**src/hdl/cpu_params.svh**
```systemverilog
`ifndef CPU_PARAMS_SVH
`define CPU_PARAMS_SVH

// Data RAM inside the memory stage, in 32-bit words
`define CPU_DMEM_WORDS 256

// First fetch address after reset
`define CPU_RESET_PC 32'h0000_0000

// Byte offset bits below the word index
`define CPU_WORD_OFFSET 2

// The ROM is addressed by word, so rom_address is pc shifted by this amount
// and the data RAM index starts at the same bit

`endif

```
**src/hdl/cpu_pkg.sv**
```systemverilog
package cpu_pkg;

    typedef logic [31:0] word_t;
    typedef logic [4:0]  reg_idx_t;

    // RV32I major opcodes handled by decode
    typedef enum logic [6:0] {
        OPC_LUI    = 7'b0110111,
        OPC_JAL    = 7'b1101111,
        OPC_BRANCH = 7'b1100011,
        OPC_LOAD   = 7'b0000011,
        OPC_STORE  = 7'b0100011,
        OPC_OP_IMM = 7'b0010011,
        OPC_OP     = 7'b0110011
    } opcode_e;

    typedef enum logic [2:0] {
        ALU_ADD,
        ALU_SUB,
        ALU_AND,
        ALU_OR,
        ALU_XOR,
        ALU_SLT,
        ALU_PASS_B  // LUI
    } alu_op_e;

    typedef enum logic [1:0] {
        WB_ALU,
        WB_MEM,
        WB_LINK
    } wb_sel_e;

    typedef struct packed {
        logic  valid;
        word_t pc;
        word_t instr;
    } if_id_t;

    typedef struct packed {
        logic     valid;
        word_t    pc;
        reg_idx_t rs1;
        reg_idx_t rs2;
        reg_idx_t rd;
        logic     reg_write;
        logic     mem_read;
        logic     mem_write;
        logic     branch;
        logic     branch_ne;    // BNE when set, BEQ otherwise
        logic     jump;
        logic     alu_src_imm;
        alu_op_e  alu_op;
        wb_sel_e  wb_sel;
        word_t    imm;
        word_t    rs1_value;
        word_t    rs2_value;
    } id_ex_t;

    typedef struct packed {
        logic     valid;
        reg_idx_t rd;
        logic     reg_write;
        logic     mem_read;
        logic     mem_write;
        wb_sel_e  wb_sel;
        word_t    result;       // ALU result, also the load/store address
        word_t    store_data;
        word_t    link;         // pc + 4
    } ex_mem_t;

    typedef struct packed {
        logic     valid;
        reg_idx_t rd;
        word_t    data;
    } retire_t;

    typedef struct packed {
        logic  valid;
        word_t target;
    } redirect_t;

endpackage

```
**src/hdl/fetch.sv**
```systemverilog
`include "cpu_params.svh"

module fetch (
    input  logic                clock,
    input  logic                rst_n,
    input  logic                enable,
    input  logic                hold,
    input  cpu_pkg::redirect_t  redirect,
    output cpu_pkg::word_t      rom_address,
    input  cpu_pkg::word_t      rom_data,
    output cpu_pkg::if_id_t     if_id
);

    cpu_pkg::word_t pc;
    cpu_pkg::word_t pc_next;

    assign rom_address = pc >> `CPU_WORD_OFFSET;  // ROM is word addressed

    always_comb begin
        if (redirect.valid) begin
            pc_next = redirect.target;
        end else if (hold) begin
            pc_next = pc;                       // Refetch after the load-use bubble
        end else begin
            pc_next = pc + 32'd4;
        end
    end

    always_ff @(posedge clock or negedge rst_n) begin
        if (!rst_n) begin
            pc    <= `CPU_RESET_PC;
            if_id <= '0;
        end else if (enable) begin
            pc <= pc_next;
            if (redirect.valid) begin
                if_id.valid <= 1'b0;            // Wrong-path fetch
            end else if (!hold) begin
                if_id <= '{valid: 1'b1, pc: pc, instr: rom_data};
            end
        end
    end

endmodule

```
**config.mk**
```make
export PLATFORM = sky130hd
export DESIGN_NAME = fetch
export DESIGN_NICKNAME = d
export VERILOG_FILES = /design/src/hdl/cpu_pkg.sv /design/src/hdl/fetch.sv
export VERILOG_INCLUDE_DIRS = /design/src /design/src/hdl
export SDC_FILE = /design/constraint.sdc
export NUM_CORES = 1
export LEC_CHECK = 0
export BUFFER_PORTS_ARGS = -buffer_cell sky130_fd_sc_hd__buf_2
export CAP_MARGIN = 20
export CORE_MARGIN = 1.5
export CORE_UTILIZATION = 52
export CTS_BUF_LIST = sky130_fd_sc_hd__clkbuf_4
export DETAILED_ROUTE_END_ITERATION = 8
export PLACE_DENSITY = 0.9
export SLEW_MARGIN = 20
export SYNTH_ARGS = -nofsm -noshare
export SYNTH_HDL_FRONTEND = slang
export SYNTH_SLANG_ARGS = --single-unit
```
**constraint.sdc**
```tcl
create_clock -name clock -period 1.7 [get_ports clock]
set_input_delay 0.51 -clock clock [delete_from_list [all_inputs] [get_ports clock]]
set_output_delay 0.51 -clock clock [all_outputs]
set_load 0.005 [all_outputs]
```
**Word-level counts from Yosys, hierarchy flattened**

Index checks and enable logic that the tools add are counted.

- Word-level logic and storage cells: 14
- Input bits: 69
- Register bits: 97

- Add/sub/neg operators: 1
- Bitwise operators: 2
- Muxes and demuxes: 4
- Equal/unequal tests: 1
- Reductions and logical operators: 2

Operators with widths:

| cell | count |
|---|---|
| $mux W65 | 1 |
| $mux W32 | 2 |
| $add A32 B3 Y32 const B | 1 |
| $reduce_and A3 Y1 | 1 |
| $ne A2 B1 Y1 const B | 1 |
| $not A1 Y1 | 2 |
| $reduce_and A2 Y1 | 1 |
| $mux W1 | 1 |

**Logic depth before layout (Yosys ltp)**

Gate-level depths: netlist (run 1).

- Word-level depth: 3
- Mapped depth: 6
- Mapped depth without buffers: 5

**Least setup slack after synthesis (run 1)**

OpenSTA, ideal clock, no wires.

- Path kind: input-to-reg
- From: input port hold
- To: register if_id[27] (netlist name)
- Setup slack: -0.106 ns
- Cell stages on the path: 5
- Data required time: 1.575 ns
- Library setup time: 0.125 ns
- Data arrival time: 1.681 ns
- Cells stage by stage: buf_2 > nor3b_2 > buf_2 > buf_2 > mux2_2

- Word-level cells in the longest chain between the ends: 2

Ends and longest elaborated chain:

| item | line | text |
|---|---|---|
| from (decl) | fetch.sv:7 | `input logic hold,` |
| $not A1 Y1 (no line) | - |  |
| $reduce_and A3 Y1 (no line) | - |  |
| to (signal assigned) | fetch.sv:38 | `if_id <= '{valid: 1'b1, pc: pc, instr: rom_data};` |
| to (decl) | fetch.sv:11 | `output cpu_pkg::if_id_t if_id` |

No other way between the ends.
A chain may end at the register's enable or synchronous reset.

**Worst setup path in the final report (run 1)**

- From: register pc[2]
- To: register pc[9]

- Word-level cells in the longest chain between the ends: 3

Ends and longest elaborated chain:

| item | line | text |
|---|---|---|
| from (decl) | fetch.sv:14 | `cpu_pkg::word_t pc;` |
| from (signal assigned) | fetch.sv:31 | `` pc <= `CPU_RESET_PC; `` |
| from (signal assigned) | fetch.sv:34 | `pc <= pc_next;` |
| $add A32 B3 Y32 | fetch.sv:25 | `pc_next = pc + 32'd4;` |
| $mux W32 | fetch.sv:22 | `end else if (hold) begin` |
| $mux W32 | fetch.sv:20 | `if (redirect.valid) begin` |

No other way between the ends. The select of a mux whose other input is x is not followed.

==> results_dict.tcl, run 1 <==
set metrics [dict create \
    outcome "finished with violations" \
    violations "setup timing" \
    setup_viol 1 \
    final_cell_count_no_fill 743 \
    netlist_area_um2 4860 \
    clockBufferDepth 2 \
    rows 35 \
    holdWs_ns 0.266 \
    final_nets 696 \
    drt-met1-wl_um 5310 \
    place_inst 713 \
    drt_wl_total_um 13600 \
    power_mw 6.12 \
    grt_max_degree 46 \
    htreeDepth 3 \
    core_um2 9150 \
    ys_seq_area_share_pct 49.9 \
    p_sw_mw 1.98 \
    route.met3.wl_um 1020 \
    crit_buf_inv 2 \
    crit_start "pc[2]$_DFFE_PN0N_" \
    synth_top_flop_cell "dfrtp_1" \
    clockRootBuffer "clkbuf_4" \
    intPower_mw 4.13 \
    viasPerCell 5.91 \
    critPathMostFrequentCell "buf_4" \
    fin_ws_ns -0.0123 \
    drt_iter0_markers 476 \
    slowest_stage "dfrtp_2" \
    yosys_warnings 0 \
    rrSetupSlack_ns -0.01 \
    grt_pass1_vias 4071 \
    cp-start-kind "register" \
    dp_slack_ns -0.0321 \
    p_seq_share_pct 50.5 \
    port_buffers 163 \
    grt_usage_pct 26.3 \
    p_leak_nw 3.02 \
    synth-seq-cells 97 \
    swShare_pct 32.4 \
    worstPathArrival_ns 2.08 \
    synth.avg_cell_area_um2 11.2 \
    vias 4388 \
    dp_hpwl_um 9650 \
    cts_tree "done" \
    fillers 648 \
    rr_startpoint "pc[2]$_DFFE_PN0N_" \
    powerDensity_nw_per_um2 951 \
    async_flop_share_pct 100 \
    drc 0 \
    die_x_um 99.7 \
    cts_sinks 97 \
    wl_met2_um 6710 \
    drive_above_1_share_pct 54.4 \
    synth.distinct_cells 55 \
    drv_cap 0 \
    syn_to_final_growth_pct 32.2 \
    peakVddDrop_uv 564 \
    cp_max_fo 6 \
    drtPass1Iterations 7 \
    clk_latency_ns 0.45 \
    r2r_cells 6 \
    slew_viol_final 0 \
    crit_path_end "pc[9]$_DFFE_PN0N_" \
    final_cell_mix "buf_2 (157), dfrtp_1 (90), mux2_2 (63)" \
    crit_type "reg2reg" \
    cts_buffers 9 \
    ios 166 \
    path_cells "buf_4 -> and3b_1 -> nand3_1 -> buf_4 -> o31ai_1 -> a22o_1" \
    die_y_um 99.7 \
    worst_path_dominant_cell_family "compound AO/OA/AOI/OAI gates" \
    fin_skew_ns 0.0262 \
    grt_pass1_wl_um 20600 \
    rsz0062_at_grt "true" \
    final_util_pct 70.3 \
    combPwrFrac_pct 30.9 \
    antenna_found_initial 0 \
    synth_cells 435 \
    place_congestion 0.891 \
    fin_crit_sh_pct 101 \
    start_util_pct 53.1 \
    r2r-end "pc[9]$_DFFE_PN0N_" \
    clk_pin_slew_ns 0.16 \
    wl_per_cell_um 18.2 \
    worst-path-stages 6 \
    final_common_cell "buf_2" \
    final_hold_viol_count 0 \
    required_ns 2.07 \
    pwr-share-clk_pct 18.6 \
    antenna_left 0 \
    die-area_um2 9940 \
    cp-end-kind "register" \
    hold_class "in2reg" \
    overflow 0 \
    max_freq_mhz 584 \
    synth_edf_count 0 \
    period_needed_ns 1.71 \
    highest_layer "met4" \
    cpPeakStageDelay_ns 0.47 \
]
==> power groups by stage <==
stage	logic [mW]	registers [mW]	clock network, mW
2_1_floorplan	0.859	3.14	0
3_3_place_gp	1.69	3.07	0
3_5_place_dp	1.75	3.11	0
4_1_cts	1.79	3.06	1.15
5_1_grt	2.04	3.16	1.28
6_report	1.89	3.09	1.14
==> registers in the layout (all words and copies together) (netlist names) <==
| signal | count |
|---|---|
| if_id | 65 |
| pc | 32 |
==> cells in the mapped netlist (all sizes together), types with 2 or more instances <==
| cell | count | area [um2] |
|---|---|---|
| nand3b | 2 | 15.0 |
| a211oi | 6 | 45.0 |
| nand2b | 4 | 25.0 |
| o21ai | 13 | 65.1 |
| clkbuf | 12 | 45.0 |
| a2bb2oi | 2 | 17.5 |
| a21oi | 15 | 75.1 |
| nor2b | 3 | 18.8 |
| buf | 44 | 305 |
| dfrtp | 97 | 2430 |
| a41o | 2 | 20.0 |
| and4 | 6 | 55.1 |
| and3 | 11 | 71.3 |
| o2bb2ai | 2 | 17.5 |
| a311o | 2 | 20.0 |
| inv | 9 | 33.8 |
| nor3b | 2 | 20.0 |
| a31o | 3 | 26.3 |
| nor3 | 6 | 30.0 |
| mux2i | 3 | 30.0 |
| a311oi | 7 | 61.3 |
| o311ai | 2 | 17.5 |
| nor2 | 26 | 97.6 |
| nand4 | 16 | 106 |
| nand2 | 21 | 78.8 |
| nor4 | 6 | 82.6 |
| o22ai | 4 | 25.0 |
| and2 | 7 | 43.8 |
| a22o | 3 | 26.3 |
| o211ai | 4 | 30.0 |
| mux2 | 64 | 721 |
| nand3 | 18 | 103 |
==> worst reg2reg max path: stages, from the launching register on <==
cell and delay, ns:
dfrtp_2 0.47, buf_4 0.16, and3b_1 0.22, nand3_1 0.12
buf_4 0.16, o31ai_1 0.30, a22o_1 0.22
==> logic make-up after synthesis <==
family	count (synthesis)	share of synthesized area [%]
AO/OA/AOI/OAI	74	10.7
adder cells (fa/ha/maj)	1	0.257
buffers and inverters	65	7.90
flip-flops	97	49.9
multiplexers	67	15.4
other	1	0.0771
AND/OR/NAND/NOR	130	15.7
==> metal layers <==
metal,up-vias,global-route usage (%)
met5,-,0
met4,0,8.67
met3,57,5.55
met2,257,44.0
met1,2125,34.1
li1,1949,-
==> how the worst min path moves through the flow <==
stage / from / end / slack, ns / depth (start not counted)
floorplan: rst_n / if_id[0]$_DFFE_PN0P_ / 0.21 / 0
global placement: rst_n / if_id[10]$_DFFE_PN0P_ / 0.41 / 1
detailed placement: rst_n / if_id[15]$_DFFE_PN0P_ / 0.42 / 1
CTS: redirect[1] / pc[1]$_DFFE_PN0P_ / 0.25 / 3
global route: rom_data[15] / if_id[15]$_DFFE_PN0P_ / 0.24 / 2
finish: redirect[1] / pc[1]$_DFFE_PN0P_ / 0.27 / 3
==> through the flow <==
| stage | TNS (ns) | cell area, um2 |
|---|---|---|
| 5_1_grt | -0.264 | 6430 |
| 2_1_floorplan | 0 | 4890 |
| 3_3_place_gp | -0.0174 | 6040 |
| 4_1_cts | 0 | 6210 |
| 6_report | -0.0123 | 6430 |
| 3_5_place_dp | -0.111 | 6040 |
==> layout make-up <==
type                    instances  area, um2  area share [%]
clock inverters                 7       53.8           0.837
multi-input cells             274       2140            33.2
clock buffers                   9       67.6            1.05
well taps                     111        139            2.16
inverters                       9       33.8           0.525
flip-flops and latches         97       2440            37.9
diodes                          1       2.50          0.0389
repair buffers                235       1560            24.3
==> repair_timing <==
action / CTS / global route
pin swaps: 2 / 10
setup endpoints to repair: 6 / 28
hold buffers: 1 / 0
resized for setup: 2 / 38
buffers inserted: 5 / 10
endpoints found under the hold margin: 18 / 0
(Power assumes the default switching activity.)
==> inputs of run 2 (changes only) <==
--- a/config.mk
+++ b/config.mk
@@ -8,11 +8,13 @@
 export LEC_CHECK = 0
 export BUFFER_PORTS_ARGS = -buffer_cell sky130_fd_sc_hd__buf_2
 export CAP_MARGIN = 20
+export CELL_PAD_IN_SITES_DETAIL_PLACEMENT = 1
+export CELL_PAD_IN_SITES_GLOBAL_PLACEMENT = 1
 export CORE_MARGIN = 1.5
-export CORE_UTILIZATION = 52
+export CORE_UTILIZATION = 40
 export CTS_BUF_LIST = sky130_fd_sc_hd__clkbuf_4
 export DETAILED_ROUTE_END_ITERATION = 8
-export PLACE_DENSITY = 0.9
+export PLACE_DENSITY = 0.91
 export SLEW_MARGIN = 20
 export SYNTH_ARGS = -nofsm -noshare
 export SYNTH_HDL_FRONTEND = slang
==> results_dict.tcl, run 2 (same netlist as run 1, synthesis figures left out) <==
set metrics [dict create \
    final_cell_count_no_fill 816 \
    max_slew_margin_pct 56.8 \
    power_mw 6.49 \
    required_ns 2.09 \
    cp_max_fo 2 \
    peakVddDrop_uv 591 \
    ios 166 \
    grt_pass1_wl_um 26300 \
    cp-start-kind "register" \
    drv_cap 0 \
    drt_iter0_markers 408 \
    p_seq_share_pct 47.9 \
    final_cell_mix "buf_2 (146), dfrtp_1 (90), buf_4 (80)" \
    powerDensity_nw_per_um2 952 \
    largest_reg_flops 65 \
    setup_viol 19 \
    place_inst 755 \
    dp_hpwl_um 12000 \
    combPwrFrac_pct 35.2 \
    die-area_um2 12800 \
    worst_slew_pin_slew_ns 0.643 \
    swShare_pct 33.6 \
    die_y_um 113 \
    clk_pin_slew_ns 0.17 \
    hold_class "in2reg" \
    multi_input_area_um2 2130 \
    clockRootBuffer "clkbuf_4" \
    violations "setup timing" \
    fillers 1337 \
    antenna_found_initial 0 \
    largestRegisters "if_id x65, pc x32" \
    cp-end-kind "register" \
    final_nets 735 \
    final_area_um2 6820 \
    cts_sinks 97 \
    placed_cell_area_um2 6110 \
    core_um2 11900 \
    outcome "finished with violations" \
    antennaDiodeCount 0 \
    grt_max_degree 53 \
    pwr-share-clk_pct 16.9 \
    start_util_pct 40.8 \
    vias 4816 \
    cts_buffers 9 \
    rows 40 \
    largest-register "if_id" \
    intPower_mw 4.31 \
    worstPathArrival_ns 2.30 \
    slew_viol_final 0 \
    drc 0 \
    place_congestion 0.892 \
    p_leak_nw 3.22 \
    fin_crit_sh_pct 112 \
    final_common_cell "buf_2" \
    syn_to_final_growth_pct 40.2 \
    fin_ws_ns -0.202 \
    final_hold_viol_count 0 \
    max_freq_mhz 526 \
    period_needed_ns 1.90 \
    port_buffers 163 \
    overflow 0 \
    cts_tree "done" \
    dp_slack_ns -0.260 \
    regArea_um2 2440 \
    drt_wl_total_um 19000 \
    grt_pass1_vias 4830 \
    antenna_left 0 \
    htreeDepth 3 \
    die_x_um 113 \
    grt_usage_pct 26.7 \
    viasPerCell 5.90 \
    crit_type "reg2reg" \
    p_sw_mw 2.18 \
    wl_per_cell_um 23.3 \
    drive_above_1_share_pct 56.8 \
    fin_skew_ns 0.0409 \
    drtPass1Iterations 5 \
    clk_latency_ns 0.50 \
    rsz0062_at_grt "true" \
    clockBufferDepth 2 \
]
[run 2: cell count changes in the layout (fill, tap and decap cells not counted), sizes merged]
| cell | delta |
|---|---|
| buf | +39 |
| diode | -1 |
| inv | -1 |
[run 2: final cells by class]
cell class / count / area share [%]
clock inverter: 6 / 0.496
clock buffer: 9 / 0.991
tap: 147 / 2.70
inverter: 9 / 0.496
sequential: 97 / 35.7
multi-input combinational: 274 / 31.2
timing repair buffer: 274 / 28.3
[run 2: through the flow]
stage                     hold WS, ns  setup TNS, ns  util [%]
after global routing            0.222          -2.60      57.2
after global placement          0.451         -0.221      51.3
final                           0.210          -1.39      57.2
after floorplan                 0.214              0         -
after CTS                       0.195        -0.0705      54.0
after detailed placement        0.457          -3.15      51.3
[run 2: power groups by stage]
| stage | Clock [mW] | Sequential [mW] | Combinational [mW] |
|---|---|---|---|
| finish | 1.10 | 3.11 | 2.28 |
| detailed placement | 0 | 3.12 | 1.83 |
| global placement | 0 | 3.06 | 1.72 |
| CTS | 1.10 | 3.08 | 1.98 |
| floorplan | 0 | 3.14 | 0.859 |
| global route | 1.21 | 3.16 | 2.43 |
[run 2: worst paths after layout]
check	slack, ns	cells after the start	start	to
worst max register to register	-0.20	5	pc[23]$_DFFE_PN0N_	pc[29]$_DFFE_PN0N_
worst min register to register	0.50	2	pc[0]$_DFFE_PN0P_	pc[0]$_DFFE_PN0P_
worst max-delay path	-0.20	5	pc[23]$_DFFE_PN0N_	pc[29]$_DFFE_PN0N_
worst min-delay path	0.21	3	redirect[0]	pc[0]$_DFFE_PN0P_
min in group asynchronous	0.45	2	rst_n	pc[24]$_DFFE_PN0N_
max in group asynchronous	0.61	3	rst_n	pc[26]$_DFFE_PN0N_
[run 2: metal layers]
| metal | vias to the layer above | GRT usage, % | share of wire [%] |
|---|---|---|---|
| met4 | 0 | 15.8 | 5.3 |
| met5 | - | 0 | 0 |
| met2 | 290 | 45.2 | 50 |
| li1 | 2015 | - | - |
| met1 | 2417 | 32.0 | 39 |
| met3 | 94 | 4.77 | 6.2 |
[run 2: timing repair]
item / 4_1_cts / 5_1_grt
hold buffers: 1 / 0
hold endpoints to repair: 23 / 0
buffers inserted: 18 / 30
pin swaps: 1 / 12
endpoints found under the setup margin: 24 / 37
gates resized for setup: 23 / 36
[run 2: critical path, cell delays in order, from the launching register on]
cell and delay (ns):
dfrtp_1 0.40, nand4_1 0.20, buf_4 0.21, nor4_2 0.59, nand3_4 0.17, mux2i_1 0.22
==> inputs of run 3 (changes only) <==
--- a/config.mk
+++ b/config.mk
@@ -15,6 +15,7 @@
 export CTS_BUF_LIST = sky130_fd_sc_hd__clkbuf_4
 export DETAILED_ROUTE_END_ITERATION = 8
 export PLACE_DENSITY = 0.91
+export REMOVE_ABC_BUFFERS = 1
 export SLEW_MARGIN = 20
 export SYNTH_ARGS = -nofsm -noshare
 export SYNTH_HDL_FRONTEND = slang
==> constraint.sdc (replaced) <==
create_clock -name clock -period 1.8 [get_ports clock]
set_input_delay 0.54 -clock clock [delete_from_list [all_inputs] [get_ports clock]]
set_output_delay 0.54 -clock clock [all_outputs]
set_load 0.005 [all_outputs]
==> results_dict.tcl, run 3 (same netlist as run 1, synthesis figures left out) <==
set metrics [dict create \
    vias 4326 \
    port_buffers 163 \
    violations "setup timing" \
    worst_slew_pin_slew_ns 0.514 \
    largest-register "if_id" \
    path_cells "buf_4 -> and4_1 -> nand4_1 -> buf_4 -> nor4_1 -> nor3_1" \
    fin_crit_sh_pct 103 \
    drtPass1Iterations 4 \
    drv_cap 0 \
    max_slew_margin_pct 65.6 \
    die-area_um2 12800 \
    grt_max_degree 37 \
    rr_startpoint "pc[2]$_DFFE_PN0N_" \
    peakVddDrop_uv 556 \
    cp-end-kind "register" \
    p_leak_nw 2.96 \
    antenna_found_initial 0 \
    drt_wl_total_um 15100 \
    grt_pass1_wl_um 23900 \
    fin_skew_ns 0.0139 \
    crit_path_end "pc[25]$_DFFE_PN0N_" \
    ios 166 \
    critPathMostFrequentCell "buf_4" \
    antenna_left 0 \
    hold_class "in2reg" \
    grt_usage_pct 24.0 \
    cts_buffers 9 \
    cp-start-kind "register" \
    die_x_um 113 \
    required_ns 2.17 \
    rsz0062_at_grt "true" \
    final_hold_viol_count 0 \
    grt_pass1_vias 4596 \
    power_mw 5.77 \
    slew_viol_final 0 \
    final_nets 689 \
    overflow 0 \
    core_um2 11900 \
    final_area_um2 6290 \
    global_route.usage.met2_pct 43.1 \
    final_cell_count_no_fill 770 \
    wl_per_cell_um 19.6 \
    place_congestion 0.849 \
    cp_max_fo 3 \
    antennaDiodeCount 0 \
    outcome "finished with violations" \
    largest_reg_flops 65 \
    crit_start "pc[2]$_DFFE_PN0N_" \
    drt_iter0_markers 172 \
    viasPerCell 5.62 \
    worstPathArrival_ns 2.23 \
    clockRootBuffer "clkbuf_4" \
    r2r-end "pc[25]$_DFFE_PN0N_" \
    tns_ns -0.0600 \
    r2r_cells 6 \
    powerDensity_nw_per_um2 917 \
    dp_hpwl_um 11400 \
    drive_above_1_share_pct 52.5 \
    placed_cell_area_um2 6060 \
    period_needed_ns 1.86 \
    cts_tree "done" \
    die_y_um 113 \
    max_freq_mhz 538 \
    holdWs_ns 0.235 \
    met1_usage_pct 27.4 \
    final_util_pct 52.8 \
    met3_usage_pct 5.52 \
    setup_viol 1 \
    clk_latency_ns 0.49 \
    rrSetupSlack_ns -0.06 \
    syn_to_final_growth_pct 29.4 \
    clk_pin_slew_ns 0.15 \
    crit_buf_inv 2 \
    rows 40 \
    dp_slack_ns -0.0964 \
    largestRegisters "if_id x65, pc x32" \
    start_util_pct 40.8 \
    crit_type "reg2reg" \
    cts_sinks 97 \
    slowest_stage "dfrtp_1" \
    grt.busiest_layer "met2" \
    worst_path_dominant_cell_family "simple AND/OR/NAND/NOR gates" \
    drc 0 \
    final_common_cell "buf_2" \
    htreeDepth 3 \
    clockBufferDepth 2 \
    fin_ws_ns -0.0600 \
    place_inst 746 \
    cpPeakStageDelay_ns 0.43 \
    final_cell_mix "buf_2 (162), dfrtp_1 (93), mux2_2 (63)" \
    worst-path-stages 6 \
]
run 3: changes by cell type in the layout (fill, tap and decap cells not counted), moves of 2 or more:
cell	delta
buf_12	+2
buf_2	+16
buf_4	-26
buf_6	-38
dfrtp_1	+3
dfrtp_2	-3
run 3: worst min-delay path by stage:
stage,from,to,slack (ns),depth (start not counted)
6_report,redirect[0],pc[0]$_DFFE_PN0P_,0.23,3
5_1_grt,redirect[1],pc[1]$_DFFE_PN0P_,0.22,3
4_1_cts,redirect[0],pc[0]$_DFFE_PN0P_,0.21,3
3_5_place_dp,rst_n,if_id[56]$_DFFE_PN0P_,0.47,1
3_3_place_gp,pc[1]$_DFFE_PN0P_,pc[1]$_DFFE_PN0P_,0.46,2
2_1_floorplan,rst_n,if_id[0]$_DFFE_PN0P_,0.24,0
run 3: final cells by class:
class                           instances  area, um2
Tap cell                              147        184
Clock buffer                            9       67.6
Fill cell                            1348       5620
Sequential cell                        97       2430
Multi-Input combinational cell        274       2090
Timing Repair Buffer                  228       1430
Inverter                                9       33.8
Clock inverter                          6       60.1
run 3: where the power goes:
part / internal [mW] / leakage [nW] / switching (mW) / total, mW
combinational: 0.917 / 1.75 / 0.803 / 1.72
sequential: 2.61 / 1.14 / 0.279 / 2.89
clock: 0.409 / 0.0692 / 0.749 / 1.16
total: 3.94 / 2.96 / 1.83 / 5.77
run 3: routing by layer:
layer	up-vias	part of all wire [%]
met2	161	52
met4	0	3.4
li1	1928	-
met3	46	5.1
met1	2191	39
met5	-	0
run 3: worst reg2reg max path, cell delays in order, from the launching register on:
cell and delay (ns):
dfrtp_1 0.43, buf_4 0.15, and4_1 0.24, nand4_1 0.21, buf_4 0.21, nor4_1 0.40
nor3_1 0.12
run 3: timing repair:
item | CTS | global route
endpoints found under the setup margin | 5 | 13
hold endpoints to repair | 21 | 0
hold buffers | 1 | 0
buffers inserted | 3 | 5
resized for setup | 3 | 10
pin swaps | 1 | 2
